File: config.mk
export PLATFORM = sky130hd
export DESIGN_NAME = tart_top
export DESIGN_NICKNAME = d
export VERILOG_FILES = /design/src/design/tart_bus_pkg.sv /design/src/design/tart_acq_pkg.sv /design/src/design/spi_slave.sv /design/src/design/tart_control.sv /design/src/design/tart_acquire.sv /design/src/design/tart_top.sv
export SDC_FILE = /design/constraint.sdc
export NUM_CORES = 1
export LEC_CHECK = 0
export BUFFER_PORTS_ARGS = -buffer_cell sky130_fd_sc_hd__buf_2
export CAP_MARGIN = 10
export CORE_UTILIZATION = 40
export DETAILED_ROUTE_END_ITERATION = 10
export HOLD_SLACK_MARGIN = 0.1
export MAX_ROUTING_LAYER = met4
export PLACE_DENSITY = 0.61
export SYNTH_ARGS = -nofsm -noshare
export SYNTH_HDL_FRONTEND = slang
export SYNTH_SLANG_ARGS = --single-unit
File: constraint.sdc
create_clock -name b_clk -period 2.8 [get_ports b_clk]
set_input_delay 0.56 -clock b_clk [delete_from_list [all_inputs] [get_ports b_clk]]
set_output_delay 0.56 -clock b_clk [all_outputs]
set_load 0.02 [all_outputs]
File: src/design/tart_bus_pkg.sv
package tart_bus_pkg;

   // ----------------------------------------------------------
   // Bus widths
   // ----------------------------------------------------------
   localparam int BUS_DW = 8;                  // Data byte
   localparam int BUS_AW = 7;                  // Address from command bits 6:0

   // Request from the SPI bus master
   typedef struct packed {
      logic              cyc;                  // High for the rest of a frame
      logic              stb;                  // Held until ack
      logic              we;
      logic [BUS_AW-1:0] adr;
      logic [BUS_DW-1:0] dat;
   } bus_req_t;

   // Response from one slave, or the merged one
   typedef struct packed {
      logic              ack;                  // One-cycle pulse
      logic [BUS_DW-1:0] dat;
   } bus_rsp_t;

   // ----------------------------------------------------------
   // Address map
   // ----------------------------------------------------------
   localparam logic [3:0] AQ_BASE   = 4'h0;     // Matched against adr[6:3]
   localparam logic [4:0] CTRL_BASE = 5'h03;    // Matched against adr[6:2]

   localparam logic [BUS_AW-1:0] AQ_CTRL_ADR    = 7'h00;
   localparam logic [BUS_AW-1:0] AQ_DATA_ADR    = 7'h01;  // FIFO pop
   localparam logic [BUS_AW-1:0] AQ_COUNT_ADR   = 7'h02;
   localparam logic [BUS_AW-1:0] CTRL_RESET_ADR = 7'h0C;
   localparam logic [BUS_AW-1:0] CTRL_ERR_ADR   = 7'h0D;  // Clear on read

endpackage

File: src/design/tart_acq_pkg.sv
package tart_acq_pkg;

   // ----------------------------------------------------------
   // Acquisition sizes
   // ----------------------------------------------------------
   localparam int NUM_ANTENNA = 8;             // One bit per antenna, one byte per sample
   localparam int FIFO_AW     = 4;
   localparam logic [FIFO_AW:0] FIFO_DEPTH = 5'd16;  // Same width as the fill count

   // Soft reset length in b_clk cycles
   localparam logic [2:0] RESET_CYCLES = 3'd4;

   // Control register, sits in bits 4:0 of AQ_CTRL_ADR
   typedef struct packed {
      logic [2:0] delay;                       // Strobe to capture, minus one
      logic       debug;                       // Counter replaces antenna data
      logic       enable;
   } aq_ctrl_t;

   // Byte sent on MISO during every command byte
   typedef struct packed {
      logic       marker;                      // Always one, host sanity check
      logic       frame_err;
      logic       avail;                       // FIFO not empty
      logic       enable;
      logic       debug;
      logic [2:0] delay;
   } status_t;

endpackage

File: src/design/spi_slave.sv
`timescale 1ns/1ns

module spi_slave (
   input  logic                   b_clk,
   input  logic                   rst_i,
   input  logic                   sck_i,
   input  logic                   ssel_i,       // Active low
   input  logic                   mosi_i,
   input  tart_bus_pkg::bus_rsp_t bus_i,
   input  tart_acq_pkg::status_t  status_i,
   output logic                   miso_o,
   output tart_bus_pkg::bus_req_t bus_o,
   output logic                   frame_err_o   // Pulse on a cut-off byte
);
   import tart_bus_pkg::*;

   logic [1:0] sck_s;
   logic [1:0] ssel_s;
   logic [1:0] mosi_s;
   logic       sck_q;                           // Previous synced SCK
   logic       ssel_q;
   logic       sck_rise;
   logic       sck_fall;
   logic       ssel_fall;
   logic       ssel_rise;
   logic       active;

   logic [$clog2(BUS_DW)-1:0] bit_cnt;
   logic                      byte_done;
   logic [BUS_DW-1:0]         rx_q;
   logic [BUS_DW-1:0]         tx_q;
   logic [BUS_DW-1:0]         rd_q;             // Read data for the next byte

   logic              have_cmd;
   logic              cyc_q;
   logic              stb_q;
   logic              we_q;
   logic [BUS_AW-1:0] adr_q;
   logic [BUS_DW-1:0] dat_q;

   // ----------------------------------------------------------
   // Pin synchronizer and edge detect
   // ----------------------------------------------------------
   always_ff @(posedge b_clk) begin
      if (rst_i) begin
         sck_s  <= 2'b00;
         ssel_s <= 2'b11;                       // Deselected
         sck_q  <= 1'b0;
         ssel_q <= 1'b1;
      end else begin
         sck_s  <= {sck_s[0], sck_i};
         ssel_s <= {ssel_s[0], ssel_i};
         sck_q  <= sck_s[1];
         ssel_q <= ssel_s[1];
      end
   end

   always_ff @(posedge b_clk) begin
      mosi_s <= {mosi_s[0], mosi_i};            // Same latency as SCK
   end

   assign sck_rise  = sck_s[1] & ~sck_q;
   assign sck_fall  = ~sck_s[1] & sck_q;
   assign ssel_fall = ~ssel_s[1] & ssel_q;
   assign ssel_rise = ssel_s[1] & ~ssel_q;
   assign active    = ~ssel_s[1];

   // ----------------------------------------------------------
   // Receive side, MSB first on rising SCK
   // ----------------------------------------------------------
   always_ff @(posedge b_clk) begin
      if (rst_i) begin
         bit_cnt     <= '0;
         byte_done   <= 1'b0;
         frame_err_o <= 1'b0;
      end else begin
         byte_done   <= 1'b0;
         frame_err_o <= ssel_rise && (bit_cnt != '0);  // Frame ended mid byte
         if (ssel_fall || ssel_rise) begin
            bit_cnt <= '0;
         end else if (active && sck_rise) begin
            bit_cnt   <= bit_cnt + 1'b1;
            byte_done <= (bit_cnt == '1);       // 8th bit goes in now
         end
      end
   end

   always_ff @(posedge b_clk) begin
      if (active && sck_rise) rx_q <= {rx_q[BUS_DW-2:0], mosi_s[1]};
   end

   // Transmit side, next bit out on falling SCK
   always_ff @(posedge b_clk) begin
      if (ssel_fall) begin
         tx_q <= status_i;                      // MSB valid before first rise
      end else if (active && sck_fall) begin
         if (bit_cnt == '0)
            tx_q <= rd_q;                       // Byte boundary
         else
            tx_q <= {tx_q[BUS_DW-2:0], 1'b0};
      end
   end

   assign miso_o = active & tx_q[BUS_DW-1];

   // ----------------------------------------------------------
   // Frame sequencer and bus master
   // ----------------------------------------------------------
   always_ff @(posedge b_clk) begin
      if (rst_i) begin
         have_cmd <= 1'b0;
         cyc_q    <= 1'b0;
         stb_q    <= 1'b0;
      end else if (ssel_rise) begin
         have_cmd <= 1'b0;                      // Frame over
         cyc_q    <= 1'b0;
         stb_q    <= 1'b0;
      end else begin
         if (stb_q && bus_i.ack) stb_q <= 1'b0;
         if (byte_done) begin
            if (!have_cmd) begin
               have_cmd <= 1'b1;
               stb_q    <= ~rx_q[BUS_DW-1];      // Read frames fetch right away
               cyc_q    <= cyc_q | ~rx_q[BUS_DW-1];
            end else begin
               stb_q <= 1'b1;                   // One transfer per data byte
               cyc_q <= 1'b1;
            end
         end
      end
   end

   // Command fields and write data, held while stb is high
   always_ff @(posedge b_clk) begin
      if (byte_done && !have_cmd) begin
         we_q  <= rx_q[BUS_DW-1];
         adr_q <= rx_q[BUS_AW-1:0];
      end
      if (byte_done && have_cmd) dat_q <= rx_q;
      if (ssel_fall)
         rd_q <= '0;                            // Write frames shift out zeros
      else if (stb_q && bus_i.ack && !we_q)
         rd_q <= bus_i.dat;
   end

   assign bus_o = '{cyc: cyc_q, stb: stb_q, we: we_q, adr: adr_q, dat: dat_q};

endmodule

File: src/design/tart_control.sv
`timescale 1ns/1ns

module tart_control (
   input  logic                   b_clk,
   input  logic                   rst_i,
   input  logic                   stb_i,        // Already decoded
   input  tart_bus_pkg::bus_req_t req_i,
   input  logic                   frame_err_i,
   output tart_bus_pkg::bus_rsp_t rsp_o,
   output logic                   soft_rst_o,
   output logic                   frame_err_o
);
   import tart_bus_pkg::*;
   import tart_acq_pkg::*;

   logic                            ack_q;
   logic [BUS_DW-1:0]               dat_q;
   logic [$bits(RESET_CYCLES)-1:0]  rst_cnt;    // Cycles of soft reset left
   logic                            err_q;
   logic                            access;
   logic                            rst_wr;
   logic                            err_rd;

   // One access per strobe, ack a cycle later
   assign access = stb_i && !ack_q;
   assign rst_wr = access && req_i.we && (req_i.adr == CTRL_RESET_ADR) && req_i.dat[0];
   assign err_rd = access && !req_i.we && (req_i.adr == CTRL_ERR_ADR);

   // ----------------------------------------------------------
   // Soft reset counter and sticky error flag
   // ----------------------------------------------------------
   always_ff @(posedge b_clk) begin
      if (rst_i) begin
         ack_q   <= 1'b0;
         rst_cnt <= '0;
         err_q   <= 1'b0;
      end else begin
         ack_q <= access;
         if (rst_wr)
            rst_cnt <= RESET_CYCLES;
         else if (rst_cnt != '0)
            rst_cnt <= rst_cnt - 1'b1;
         if (frame_err_i)
            err_q <= 1'b1;                      // New error wins over the clear
         else if (err_rd)
            err_q <= 1'b0;
      end
   end

   // Read data, reset register reads as zero
   always_ff @(posedge b_clk) begin
      if (access) dat_q <= err_rd ? {{(BUS_DW-1){1'b0}}, err_q} : '0;
   end

   assign rsp_o       = '{ack: ack_q, dat: dat_q};
   assign soft_rst_o  = (rst_cnt != '0);
   assign frame_err_o = err_q;

endmodule

File: src/design/tart_acquire.sv
`timescale 1ns/1ns

module tart_acquire (
   input  logic                                 b_clk,
   input  logic                                 rst_i,    // Includes soft reset
   input  logic                                 stb_i,
   input  tart_bus_pkg::bus_req_t               req_i,
   input  logic                                 ax_stb_i,
   input  logic [tart_acq_pkg::NUM_ANTENNA-1:0] ax_data_i,
   output tart_bus_pkg::bus_rsp_t               rsp_o,
   output tart_acq_pkg::aq_ctrl_t               ctrl_o,
   output logic                                 avail_o
);
   import tart_bus_pkg::*;
   import tart_acq_pkg::*;

   aq_ctrl_t          ctrl_q;
   logic              ack_q;
   logic [BUS_DW-1:0] dat_q;
   logic              access;

   logic [7:0]             stb_dly;             // One tap per delay setting
   logic                   capture;
   logic [NUM_ANTENNA-1:0] dbg_cnt;
   logic [NUM_ANTENNA-1:0] sample;

   logic [NUM_ANTENNA-1:0] fifo_mem [FIFO_DEPTH];
   logic [FIFO_AW-1:0]     wr_ptr;
   logic [FIFO_AW-1:0]     rd_ptr;
   logic [FIFO_AW:0]       count;
   logic                   full;
   logic                   push;
   logic                   pop;

   assign access = stb_i && !ack_q;

   // ----------------------------------------------------------
   // Control register and bus response
   // ----------------------------------------------------------
   always_ff @(posedge b_clk) begin
      if (rst_i) begin
         ack_q  <= 1'b0;
         ctrl_q <= '0;
      end else begin
         ack_q <= access;
         if (access && req_i.we && (req_i.adr == AQ_CTRL_ADR))
            ctrl_q <= aq_ctrl_t'(req_i.dat[$bits(aq_ctrl_t)-1:0]);
      end
   end

   always_ff @(posedge b_clk) begin
      if (access) begin
         case (req_i.adr)
            AQ_CTRL_ADR:  dat_q <= {{(BUS_DW-$bits(aq_ctrl_t)){1'b0}}, ctrl_q};
            AQ_DATA_ADR:  dat_q <= pop ? fifo_mem[rd_ptr] : '0;  // Zero when empty
            AQ_COUNT_ADR: dat_q <= {{(BUS_DW-FIFO_AW-1){1'b0}}, count};
            default:      dat_q <= '0;           // Spare slots in the block
         endcase
      end
   end

   // ----------------------------------------------------------
   // Delayed capture
   // ----------------------------------------------------------
   always_ff @(posedge b_clk) begin
      if (rst_i) begin
         stb_dly <= '0;
         dbg_cnt <= '0;
      end else begin
         stb_dly <= {stb_dly[6:0], ax_stb_i};
         if (capture) dbg_cnt <= dbg_cnt + 1'b1;  // Counts every capture
      end
   end

   // Tap 0 already gives one cycle of delay
   assign capture = ctrl_q.enable && stb_dly[ctrl_q.delay];
   assign sample  = ctrl_q.debug ? dbg_cnt : ax_data_i;

   // ----------------------------------------------------------
   // Readback FIFO
   // ----------------------------------------------------------
   assign full = (count == FIFO_DEPTH);
   assign push = capture && !full;               // Drop when full
   assign pop  = access && !req_i.we && (req_i.adr == AQ_DATA_ADR) && (count != '0);

   always_ff @(posedge b_clk) begin
      if (push) fifo_mem[wr_ptr] <= sample;
   end

   always_ff @(posedge b_clk) begin
      if (rst_i) begin
         wr_ptr <= '0;
         rd_ptr <= '0;
         count  <= '0;
      end else begin
         if (push) wr_ptr <= wr_ptr + 1'b1;
         if (pop) rd_ptr <= rd_ptr + 1'b1;
         case ({push, pop})
            2'b10:   count <= count + 1'b1;
            2'b01:   count <= count - 1'b1;
            default: count <= count;             // Both or neither
         endcase
      end
   end

   assign rsp_o   = '{ack: ack_q, dat: dat_q};
   assign ctrl_o  = ctrl_q;
   assign avail_o = (count != '0);

endmodule

File: src/design/tart_top.sv
`timescale 1ns/1ns

module tart_top (
   input  logic                                 b_clk,
   input  logic                                 rst_i,
   input  logic                                 spi_sck_i,
   input  logic                                 spi_ssel_i,
   input  logic                                 spi_mosi_i,
   input  logic                                 ax_stb_i,
   input  logic [tart_acq_pkg::NUM_ANTENNA-1:0] ax_data_i,
   output logic                                 spi_miso_o,
   output logic                                 led_o
);
   import tart_bus_pkg::*;
   import tart_acq_pkg::*;

   bus_req_t b_req;
   bus_rsp_t b_rsp;
   bus_rsp_t a_rsp;                             // Acquire unit
   bus_rsp_t c_rsp;                             // Control unit
   aq_ctrl_t aq_ctrl;
   status_t  status;

   logic a_hit, c_hit;
   logic a_stb, c_stb, u_stb;
   logic a_sel, c_sel;
   logic u_ack;                                 // Unmapped address ack
   logic soft_rst, aq_rst;
   logic aq_avail, spi_ferr, err_flag;

   // ----------------------------------------------------------
   // Address decode
   // ----------------------------------------------------------
   assign a_hit = (b_req.adr[BUS_AW-1:3] == AQ_BASE);
   assign c_hit = (b_req.adr[BUS_AW-1:2] == CTRL_BASE);
   assign a_stb = b_req.stb && a_hit;
   assign c_stb = b_req.stb && c_hit;
   assign u_stb = b_req.stb && !a_hit && !c_hit;

   // Hold the selected slave until it acks
   always_ff @(posedge b_clk) begin
      if (rst_i || !b_req.cyc) begin
         a_sel <= 1'b0;
         c_sel <= 1'b0;
         u_ack <= 1'b0;
      end else begin
         a_sel <= (a_sel | a_stb) & ~a_rsp.ack;
         c_sel <= (c_sel | c_stb) & ~c_rsp.ack;
         u_ack <= u_stb & ~u_ack;               // Nobody home, ack with zero
      end
   end

   assign b_rsp.ack = a_rsp.ack | c_rsp.ack | u_ack;
   assign b_rsp.dat = (c_stb || c_sel) ? c_rsp.dat :
                      (a_stb || a_sel) ? a_rsp.dat : '0;

   // Status byte for the command slot
   assign status = '{marker: 1'b1, frame_err: err_flag, avail: aq_avail,
                     enable: aq_ctrl.enable, debug: aq_ctrl.debug, delay: aq_ctrl.delay};

   assign aq_rst = rst_i | soft_rst;
   assign led_o  = aq_ctrl.enable;

   // ----------------------------------------------------------
   // Units
   // ----------------------------------------------------------
   spi_slave i_spi (
      .b_clk      (b_clk),
      .rst_i      (rst_i),
      .sck_i      (spi_sck_i),
      .ssel_i     (spi_ssel_i),
      .mosi_i     (spi_mosi_i),
      .bus_i      (b_rsp),
      .status_i   (status),
      .miso_o     (spi_miso_o),
      .bus_o      (b_req),
      .frame_err_o(spi_ferr)
   );

   tart_control i_ctrl (
      .b_clk      (b_clk),
      .rst_i      (rst_i),
      .stb_i      (c_stb),
      .req_i      (b_req),
      .frame_err_i(spi_ferr),
      .rsp_o      (c_rsp),
      .soft_rst_o (soft_rst),
      .frame_err_o(err_flag)
   );

   tart_acquire i_acq (
      .b_clk    (b_clk),
      .rst_i    (aq_rst),
      .stb_i    (a_stb),
      .req_i    (b_req),
      .ax_stb_i (ax_stb_i),
      .ax_data_i(ax_data_i),
      .rsp_o    (a_rsp),
      .ctrl_o   (aq_ctrl),
      .avail_o  (aq_avail)
   );

endmodule

==> reports/results.tsv <==
metric	value	unit
status	complete, no violations	
fraction of layout cells with a size suffix above 1	0.1973	
top-count cell post-synth	edfxtp_1	
CP required	3240	ps
Seq cells post-synth	237	
Mapped Avg Cell Area	14.44	sq um
initial antenna violation count	0	
fmax	386.3	MHz
Die Area	24890	sq um
Final Setup Violations	0	
Max-slew headroom	0.5468	
Rows	56	
Max Cap Violations	0	
Final HPWL DP	13.39	mm
Total Power	7.092	mW
vias in the first global route	5777	
P per Cell Area	640.0	nW/um^2
DR vias	5681	
First-pass DRT Iterations	4	
GR Overflow Total	0	
synthesized net count	703	
XOR/XNOR Fraction of Synth Area	0.005416	
number of synthesized flops with an enable pin	165	
GR Util All Layers	0.1686	
residual DRC count	0	
area of the mapped netlist	9703	sq um
CTS clk-pin slew, worst paths	60	ps
clk buf depth	3	
Nets	748	
first-pass GRT wire length	31.26	mm
Final Hold Fails	0	
CTS sink count	237	
Period Utilization, post-route	0.9245	
Worst Path Arrival	3030	ps
post-synthesis mux area share	0.1104	
crit path time final	2589	ps
R2R Setup Slk	210	ps
die width	157.8	microns
area share of the largest cell type after synthesis	0.5106	
# diodes	0	
Synth Flop Type	edfxtp_1	
DIE HEIGHT	157.8	microns
largest net degree at the start of global routing	26	
count of different cell masters after synthesis	63	
CTS tree	yes	
Core Area	23610	sq um
Initial Utilization	0.4109	
Synth top cells by count	edfxtp_1 (165), dfxtp_1 (72), mux2i_1 (44)	
Layout Utilization	0.4693	
Clock Latency Late Sink	510	ps
Area Growth Syn to Fin	14.21	%
cts bufs inserted	24	
port bufs	15	
Fin Clk Skew	9.541	ps
Warnings, synthesis	0	
antenna viol nets, final	0	
crit-path max FO	4	
top cells by area, synth	edfxtp_1 (51%), dfxtp_1 (15%), mux4_2 (5.1%)	
routability cong.	0.8054	
Synth Area in Adders	0.02192	
setup TNS	0	ps
Post-CTS Hold Buffers	0	
CP Capture Type	flip-flop	
area leader, netlist	edfxtp_1	
Root Buffer	clkbuf_16	
vias per cell	5.390	
largest family of logic cells by synthesized area	multiplexers	
worst slew pin tran	678.3	ps
CP startpoint kind	flip-flop	
Syn Inst Count	672	
WL per Instance	18.53	microns
# fillers	2099	
routed wire length	19.53	mm
Top-Level Pins	16	
Slew Viols, Final	0	
CTS H-tree depth	1	
worst hold path class	primary input to flip-flop	
Starting DRT DRC Count	459	
RSZ-0062 raised after global routing	no	
Compound-Gate Fraction of Synth Area	0.07647	
leakage	3.586	nW
Seq/Total Area, Yosys	0.6592	
WS Path Type	flip-flop to flip-flop	
Post-synth ARST share	0	
peak supply drop	481.2	uV
Synth Area in Simple Gates	0.1017	
final timing paths:
path / start / end / cells after the start
min reg2reg: i_spi.mosi_s[0]$_DFF_P_ / i_spi.mosi_s[1]$_DFF_P_ / 0
min: spi_mosi_i / i_spi.mosi_s[0]$_DFF_P_ / 1
max reg2reg: i_acq.count[0]$_SDFFE_PP0P_ / i_acq.count[2]$_SDFFE_PP0P_ / 11
max: i_acq.count[0]$_SDFFE_PP0P_ / i_acq.count[2]$_SDFFE_PP0P_ / 11
worst max-delay path, cell delays in order, from the launching register on:
cell,delay (ps)
dfxtp_1,310
or4_4,550
o21a_1,210
nand2_2,80
inv_1,70
ha_1,230
xor2_1,160
ha_1,210
a21oi_2,160
xnor2_1,100
or3_1,310
a21oi_1,140
cells in the final DEF (no fill, tap or decap), types with 8 or more instances in the layout:
cell / synthesis / final
a211oi_1: 15 / 15
a21oi_1: 24 / 23
and2_1: 12 / 12
buf_2: 7 / 15
buf_4: 5 / 36
clkbuf_16: 0 / 25
dfxtp_1: 72 / 70
edfxtp_1: 165 / 165
ha_1: 17 / 17
inv_1: 22 / 21
mux2_2: 12 / 12
mux2i_1: 44 / 44
mux4_2: 22 / 22
nand2_1: 23 / 23
nand2b_1: 15 / 15
nand3_1: 11 / 11
nor2_1: 35 / 35
nor2b_1: 8 / 8
nor3_1: 12 / 12
o21ai_0: 21 / 21
registers in the layout, indices dropped and copies added (netlist names), 7 cells and up, named ones only:
register / cells
i_acq.dat_q: 8
i_acq.dbg_cnt: 8
i_acq.fifo_mem: 128
i_acq.stb_dly: 8
i_spi.adr_q: 7
i_spi.rd_q: 8
i_spi.rx_q: 8
i_spi.tx_q: 8
per-layer routing:
layer  vias to the layer above  GRT usage  share of wire  wire [microns]
li1                       2671          -              -               -
met1                      2845     0.2219           0.45            8833
met2                       128     0.2721           0.48            9465
met3                        37    0.02190          0.041             810
met4                         0    0.05178          0.021             419
met5                         -          -              0               0
logic make-up after synthesis:
family / after synthesis
buf+inv: 55
xor+xnor: 6
flops: 237
simple gates: 171
mux: 78
compound gates: 108
fa+ha+maj: 17
report_power, final:
part           switching (mW)  total [mW]  internal [mW]
clock network            1.27        3.05           1.78
logic                   0.178       0.263         0.0851
registers              0.0149        3.78           3.76
repair_timing:
| action | 4_1_cts | 5_1_grt |
|---|---|---|
| buffers inserted | 0 | 1 |
| resized for setup | 0 | 1 |
| endpoints found under the setup margin | 0 | 2 |
per-stage QoR:
| step | instances | hold slack, ps | cell area [sq um] | worst slack [ps] |
|---|---|---|---|---|
| after floorplan | 672 | 309.6 | 9712 | 36.01 |
| after global placement | 1009 | 320.2 | 10310 | 267.8 |
| after detailed placement | 1009 | 317.9 | 10310 | 187.5 |
| after CTS | 1053 | 136.0 | 11070 | 165.5 |
| after global routing | 1054 | 139.9 | 11080 | 26.47 |
| final | 1054 | 153.1 | 11080 | 211.3 |
cell type report:
cell class              count  area [sq um]  share of cell area
clock buffers              33         675.6             0.06097
inverters                  22         86.33            0.007790
clock inverters            11         83.83            0.007565
multi-input cells         380          3073              0.2773
repair buffers             52         365.4             0.03297
well taps                 319         399.1             0.03602
flip-flops and latches    237          6399              0.5774
No activity file was read; power rests on OpenSTA's default activity.
